### src/logic/merge_pkg.sv
`default_nettype none

package merge_pkg;

   localparam int DATA_W     = 32;
   localparam int DELAY_W    = 7;
   localparam int LANES      = 32;
   localparam int LANE_IDX_W = 5;
   localparam int ADDR_W     = 6;

   typedef logic [DATA_W-1:0]     data_t;      // Lane or stream word
   typedef logic [DELAY_W-1:0]    delay_t;     // Start delay in cycles
   typedef logic [LANE_IDX_W-1:0] lane_idx_t;  // Lane number
   typedef logic [ADDR_W-1:0]     addr_t;      // Host register address

   // Addresses 0..31 select the lane words
   localparam addr_t ADDR_DELAY = addr_t'(32);
   localparam addr_t ADDR_START = addr_t'(33);  // Data ignored

endpackage

`default_nettype wire

### src/logic/unit_ctrl_if.sv
`timescale 1ns/10ps
`default_nettype none

interface unit_ctrl_if;

   logic                 run;      // One-cycle start pulse
   logic                 running;  // High from run until done
   merge_pkg::delay_t    delay;    // Held start delay
   logic                 done;     // One-cycle end pulse

   modport ctrl (
      output run,
      output running,
      output delay,
      input  done
   );

   modport unit (
      input run,
      input delay
   );

   modport sink (
      input  run,
      output done
   );

endinterface

`default_nettype wire

### src/logic/config_regs.sv
`timescale 1ns/10ps
`default_nettype none

module config_regs (
   input  logic              clk,
   input  logic              rst,
   input  logic              wr_en,
   input  merge_pkg::addr_t  wr_addr,
   input  merge_pkg::data_t  wr_data,
   output logic              busy,
   unit_ctrl_if.ctrl         ctrl
);

   logic locked;
   logic delay_wr;
   logic start_wr;

   // A run in flight or just issued blocks further control writes
   assign locked   = ctrl.run | ctrl.running;
   assign delay_wr = wr_en && (wr_addr == merge_pkg::ADDR_DELAY) && !locked;
   assign start_wr = wr_en && (wr_addr == merge_pkg::ADDR_START) && !locked;

   always_ff @(posedge clk or posedge rst) begin
      if (rst) begin
         ctrl.delay <= '0;
      end else if (delay_wr) begin
         ctrl.delay <= wr_data[merge_pkg::DELAY_W-1:0];  // Upper bits dropped
      end
   end

   always_ff @(posedge clk or posedge rst) begin
      if (rst) begin
         ctrl.run <= 1'b0;
      end else begin
         ctrl.run <= start_wr;  // Registered, one cycle wide
      end
   end

   always_ff @(posedge clk or posedge rst) begin
      if (rst) begin
         ctrl.running <= 1'b0;
      end else if (ctrl.run) begin
         ctrl.running <= 1'b1;
      end else if (ctrl.done) begin
         ctrl.running <= 1'b0;  // Sink has collected all words
      end
   end

   assign busy = ctrl.running;

endmodule

`default_nettype wire

### src/logic/lane_bank.sv
`timescale 1ns/10ps
`default_nettype none

module lane_bank (
   input  logic              clk,
   input  logic              rst,
   input  logic              wr_en,
   input  merge_pkg::addr_t  wr_addr,
   input  merge_pkg::data_t  wr_data,
   unit_ctrl_if.unit         ctrl,
   output merge_pkg::data_t  lanes [0:merge_pkg::LANES-1]
);

   merge_pkg::data_t     host [0:merge_pkg::LANES-1];  // Host-written copies
   merge_pkg::data_t     snap [1:merge_pkg::LANES-1];  // Lane 0 loads directly
   merge_pkg::lane_idx_t rel_cnt;
   logic                 rel_active;
   logic                 lane_wr;

   assign lane_wr = wr_en && (wr_addr < merge_pkg::addr_t'(merge_pkg::LANES));

   // Host copy always writable, the snapshot shields the current run
   always_ff @(posedge clk) begin
      if (lane_wr) begin
         host[wr_addr[merge_pkg::LANE_IDX_W-1:0]] <= wr_data;
      end
   end

   // Release counter, lane k is let through k cycles after run
   always_ff @(posedge clk or posedge rst) begin
      if (rst) begin
         rel_cnt    <= '0;
         rel_active <= 1'b0;
      end else if (ctrl.run) begin
         rel_cnt    <= merge_pkg::lane_idx_t'(1);
         rel_active <= 1'b1;
      end else if (rel_active) begin
         rel_cnt <= rel_cnt + 1'b1;
         if (rel_cnt == merge_pkg::lane_idx_t'(merge_pkg::LANES - 1)) begin
            rel_active <= 1'b0;  // Last lane released
         end
      end
   end

   always_ff @(posedge clk) begin
      if (ctrl.run) begin
         lanes[0] <= host[0];  // Zero latency lane
         for (int k = 1; k < merge_pkg::LANES; k++) begin
            snap[k] <= host[k];
         end
      end
      for (int k = 1; k < merge_pkg::LANES; k++) begin
         if (rel_active && rel_cnt == merge_pkg::lane_idx_t'(k)) begin
            lanes[k] <= snap[k];
         end
      end
   end

endmodule

`default_nettype wire

### src/logic/merge_unit.sv
`timescale 1ns/10ps
`default_nettype none

module merge_unit (
   input  logic              clk,
   input  logic              rst,
   unit_ctrl_if.unit         ctrl,
   input  merge_pkg::data_t  lanes [0:merge_pkg::LANES-1],
   output merge_pkg::data_t  stream_data,
   output logic              stream_valid
);

   merge_pkg::delay_t    dly_cnt;
   merge_pkg::lane_idx_t lane_cnt;
   logic                 emit_active;  // First pass over the lanes pending
   logic                 dly_zero;

   assign dly_zero = (dly_cnt == '0);

   always_ff @(posedge clk or posedge rst) begin
      if (rst) begin
         dly_cnt      <= '0;
         lane_cnt     <= '0;
         emit_active  <= 1'b0;
         stream_valid <= 1'b0;
      end else if (ctrl.run) begin
         dly_cnt      <= ctrl.delay;
         lane_cnt     <= '0;
         emit_active  <= 1'b1;
         stream_valid <= 1'b0;
      end else begin
         if (!dly_zero) begin
            dly_cnt <= dly_cnt - 1'b1;
         end else begin
            lane_cnt <= lane_cnt + 1'b1;  // Wraps freely after the pass
            if (lane_cnt == merge_pkg::lane_idx_t'(merge_pkg::LANES - 1)) begin
               emit_active <= 1'b0;
            end
         end
         stream_valid <= emit_active && dly_zero;
      end
   end

   // Output mux register, qualified by stream_valid
   always_ff @(posedge clk) begin
      stream_data <= lanes[lane_cnt];
   end

endmodule

`default_nettype wire

### src/logic/stream_sink.sv
`timescale 1ns/10ps
`default_nettype none

module stream_sink (
   input  logic              clk,
   input  logic              rst,
   input  merge_pkg::data_t  stream_data,
   input  logic              stream_valid,
   unit_ctrl_if.sink         ctrl,
   output merge_pkg::data_t  sum,
   output merge_pkg::data_t  checksum
);

   merge_pkg::lane_idx_t word_cnt;
   logic                 last_word;

   assign last_word = stream_valid &&
                      (word_cnt == merge_pkg::lane_idx_t'(merge_pkg::LANES - 1));

   always_ff @(posedge clk or posedge rst) begin
      if (rst) begin
         sum      <= '0;
         checksum <= '0;
         word_cnt <= '0;
      end else if (ctrl.run) begin
         sum      <= '0;
         checksum <= '0;
         word_cnt <= '0;
      end else if (stream_valid) begin
         sum      <= sum + stream_data;  // Wrapping add
         checksum <= checksum ^ stream_data;
         word_cnt <= word_cnt + 1'b1;
      end
   end

   always_ff @(posedge clk or posedge rst) begin
      if (rst) begin
         ctrl.done <= 1'b0;
      end else begin
         ctrl.done <= last_word;  // Same edge as final sum
      end
   end

endmodule

`default_nettype wire

### src/logic/merge_top.sv
`timescale 1ns/10ps
`default_nettype none

module merge_top (
   input  logic              clk,
   input  logic              rst,
   input  logic              wr_en,
   input  merge_pkg::addr_t  wr_addr,
   input  merge_pkg::data_t  wr_data,
   output logic              busy,
   output logic              done,
   output merge_pkg::data_t  out_data,
   output logic              out_valid,
   output merge_pkg::data_t  sum,
   output merge_pkg::data_t  checksum
);

   merge_pkg::data_t lanes [0:merge_pkg::LANES-1];  // Skewed lane words

   unit_ctrl_if ctrl_if ();

   config_regs u_config_regs (
      .clk     (clk),
      .rst     (rst),
      .wr_en   (wr_en),
      .wr_addr (wr_addr),
      .wr_data (wr_data),
      .busy    (busy),
      .ctrl    (ctrl_if.ctrl)
   );

   lane_bank u_lane_bank (
      .clk     (clk),
      .rst     (rst),
      .wr_en   (wr_en),
      .wr_addr (wr_addr),
      .wr_data (wr_data),
      .ctrl    (ctrl_if.unit),
      .lanes   (lanes)
   );

   merge_unit u_merge_unit (
      .clk          (clk),
      .rst          (rst),
      .ctrl         (ctrl_if.unit),
      .lanes        (lanes),
      .stream_data  (out_data),
      .stream_valid (out_valid)
   );

   stream_sink u_stream_sink (
      .clk          (clk),
      .rst          (rst),
      .stream_data  (out_data),
      .stream_valid (out_valid),
      .ctrl         (ctrl_if.sink),
      .sum          (sum),
      .checksum     (checksum)
   );

   assign done = ctrl_if.done;

endmodule

`default_nettype wire

### config.mk
export PLATFORM = sky130hd
export DESIGN_NAME = merge_top
export DESIGN_NICKNAME = d
export VERILOG_FILES = /design/src/logic/merge_pkg.sv /design/src/logic/unit_ctrl_if.sv /design/src/logic/config_regs.sv /design/src/logic/lane_bank.sv /design/src/logic/merge_unit.sv /design/src/logic/stream_sink.sv /design/src/logic/merge_top.sv
export SDC_FILE = /design/constraint.sdc
export NUM_CORES = 2
export LEC_CHECK = 0
export BUFFER_PORTS_ARGS = -buffer_cell sky130_fd_sc_hd__buf_4
export CORE_ASPECT_RATIO = 2
export CORE_MARGIN = 4
export CORE_UTILIZATION = 50
export CTS_CLUSTER_SIZE = 28
export DETAILED_ROUTE_END_ITERATION = 7
export PLACE_DENSITY = 0.66
export SLEW_MARGIN = 5
export SYNTH_ARGS = -nofsm -noshare
export SYNTH_HDL_FRONTEND = slang
export SYNTH_SLANG_ARGS = --single-unit
### constraint.sdc
create_clock -name clk -period 32.8 [get_ports clk]
set_input_delay 3.28 -clock clk [delete_from_list [all_inputs] [get_ports clk]]
set_output_delay 3.28 -clock clk [all_outputs]
set_load 0.05 [all_outputs]
==> out/qor.yml <==
clock_tree:
  cts_tree: "done"
  cts-buffers-inserted: 240
  cts_root_buf: "clkbuf_16"
  htree_levels: 4
  clock_sinks: 3171
  cts_hold_buf: 0
  cts.repair_timing.setup_buffer_count: 0
  postCtsResizedCells: 0
  clock_path_buffers: 4
  clk_pin_slew_worst_paths_ps: 70
  insertion_delay_ps: 880
synth:
  synth_nets: 4827
  yosysSeqAreaShare_pct: 88.3
  syn_area_sq_mm: 0.107
  ys_top_cells_by_area: "edfxtp_1, mux4_2, dfrtp_1"
  synthCells: 4742
  synth_common_cells: "edfxtp_1, mux2i_1, nand2_1, nor2_1, mux4_2"
  synthArstFlopShare_pct: 3.12
  synth_warnings: 0
  synth_area_leader_cell: "edfxtp_1"
  syn_avg_cell_area_sq_um: 22.6
  yosysMostFrequentCell: "edfxtp_1"
  ys_types: 77
  synth_edf_count: 3040
  synth.ff_latch_count: 3171
  synth.top_cell.area_share_pct: 85.4
  synth_top_flop_cell: "edfxtp_1"
die:
  die_h_microns: 662
  die_x_microns: 335
  die_area_sq_mm: 0.222
  start_util_pct: 50.4
  rows: 239
  pin_count: 140
  core_sq_mm: 0.212
power:
  max-vdd-ir-drop_v: 0.0000589
  power.total_w: 0.00930
  p_leak_nw: 38.5
  powerDensity_mw_per_mm2: 77.6
routing:
  first_iter_violations: 4191
  drt_first_pass_iters: 6
  post_drt_wl_per_cell_microns: 28.3
  final_antenna_net_count: 0
  vias: 45000
  drc: 0
  viasPerCell: 5.60
  wl_microns: 228000
setup_path:
  path_max_fanout: 32
  crit_family: "simple AND/OR/NAND/NOR gates"
  critPathSlowestCell: "nor2_4"
  worstReg2RegStart: "u_merge_unit.lane_cnt[0]$_DFFE_PP0P_"
  crit_required_ps: 33260
  arrival_ps: 6070
  crit_type: "primary input to flip-flop"
  crit_path_end_kind: "flip-flop"
  path_buf_inv: 1
  cp_cell_sequence: "buf_4 -> nor2b_1 -> nand3b_1 -> nor2_4"
  rrSetupSlack_ps: 27880
  r2r-end: "u_merge_unit.stream_data[16]$_DFF_P_"
  critPathMaxStageDelay_ps: 1300
  critPathLaunchType: "primary input"
  rr_worst_depth: 10
sta:
  finClkSkew_ps: 45.4
  maxSlewHeadroom_pct: 11.5
  rsz0062_at_grt: "no"
  min_period_over_period_pct: 17.1
  fmax_ghz: 0.178
  tightest_slew_ps: 1330
  fin_crit_ps: 5610
  hold_viol: 0
  setup_viol_count_final: 0
  setup_tns_ps: 0
  fin_ws_ps: 27190
  slew_violations: 0
  hold_ws_ps: 402
grt:
  antenna_found_initial: 13
  grt_max_degree: 182
  grt_pass1_wl_microns: 326000
  grt-ovfl-total: 0
  gr-max-usage-layer: "met2"
  use_met2_pct: 40.0
  use_met3_pct: 2.46
  grtUsageTotal_pct: 20.6
  grt_pass1_vias: 47000
  met1_usage_pct: 23.3
finish:
  post-route-util_pct: 56.5
  drive_gt1_share_pct: 16.9
  fill_cells: 15300
  area.growth.synth_to_final_pct: 12.1
  nets: 5145
run_status:
  status: "complete, no violations"
placed_design:
  port_buffers: 139
  routabilityCongestion: 0.823
  hpwlAfterDp_microns: 137000
  dpl_worst_slack_ps: 26360
worst_hold_path:
  holdPathStages: 0
  holdPathEnd: "u_lane_bank.snap[24][15]$_DFFE_PP_"
  hold_class: "flip-flop to flip-flop"
  min_from: "u_lane_bank.host[24][15]$_DFFE_PP_"
job:
  drv_cap: 0
## cells by family after synthesis
| family | synth area share, % |
|---|---|
| XOR/XNOR | 0.565 |
| multiplexers | 5.53 |
| AND/OR/NAND/NOR | 1.77 |
| AO/OA/AOI/OAI | 2.63 |
| flip-flops | 88.3 |
| buffers and inverters | 0.709 |
| adder cells (fa/ha/maj) | 0.522 |
## power by group
group          internal (W)  switching, W  total [W]
clock               0.00163       0.00134    0.00298
combinational      0.000559       0.00108    0.00163
sequential          0.00453      0.000162    0.00469
total               0.00672       0.00258    0.00930
## sequential cells by signal, summed over array words and instances, names as in the netlist
name	cells
u_stream_sink.checksum	32
u_stream_sink.sum	32
u_config_regs.busy	1
u_lane_bank.lanes	1024
u_lane_bank.rel_active	1
u_config_regs.ctrl.delay	7
u_merge_unit.emit_active	1
u_stream_sink.ctrl.done	1
u_config_regs.ctrl.run	1
u_lane_bank.snap	992
u_lane_bank.rel_cnt	5
u_merge_unit.dly_cnt	7
u_merge_unit.lane_cnt	5
u_merge_unit.stream_valid	1
u_lane_bank.host	1024
u_merge_unit.stream_data	32
u_stream_sink.word_cnt	5
## layout by cell type, fill, tap and decap left out, types with 16 or more instances in the layout
master	synthesis	final
a21oi_1	122	122
buf_4	4	221
bufinv_16	0	33
clkbuf_1	89	30
clkbuf_16	0	245
clkinv_1	0	46
clkinv_2	0	50
clkinvlp_4	0	22
dfrtp_1	99	92
dfxtp_1	32	32
edfxtp_1	3040	3040
ha_1	43	43
inv_1	17	16
mux2_2	73	73
mux2i_1	220	220
mux4_2	128	128
nand2_1	207	206
nand3_1	21	21
nor2_1	153	95
nor2_4	0	58
o21ai_0	100	100
o221ai_1	98	98
o22ai_1	32	32
xnor2_1	23	23
xor2_1	46	46
## layout make-up
type	count	area [sq um]	area share, %
antenna	2	5.00	0.00417
clock buffer	278	6280	5.24
clock inverter	164	1700	1.41
inverter	17	66.3	0.0553
multi-input combinational	1405	12300	10.2
sequential	3171	94400	78.7
tap	2771	3470	2.89
timing repair buffer	225	1740	1.45
## worst max-delay path by stage
| stage | cells after the start | to | slack (ps) | from |
|---|---|---|---|---|
| finish | 4 | u_lane_bank.host[5][9]$_DFFE_PP_ | 27190 | wr_addr[5] |
| global route | 4 | u_lane_bank.host[31][11]$_DFFE_PP_ | 27120 | wr_addr[5] |
| global placement | 4 | u_lane_bank.host[31][11]$_DFFE_PP_ | 26440 | wr_addr[5] |
| CTS | 2 | out_valid | 27180 | u_merge_unit.stream_valid$_DFF_PP0_ |
| detailed placement | 4 | u_lane_bank.host[31][11]$_DFFE_PP_ | 26360 | wr_addr[5] |
| floorplan | 5 | u_config_regs.ctrl.delay[0]$_DFFE_PP0P_ | 9950 | u_config_regs.ctrl.run$_DFF_PP0_ |
## stage by stage
stage	std cells	instance area, sq um
floorplan	4742	107000
global placement	7589	112000
detailed placement	7589	112000
CTS	8031	120000
global route	8032	120000
finish	8033	120000
## routing by layer
metal,share of wire [%],up-vias
met2,57,1461
met5,0.015,-
met3,5.0,425
met1,35,23600
li1,-,19600
met4,3.5,6
(Power assumes the default switching activity.)
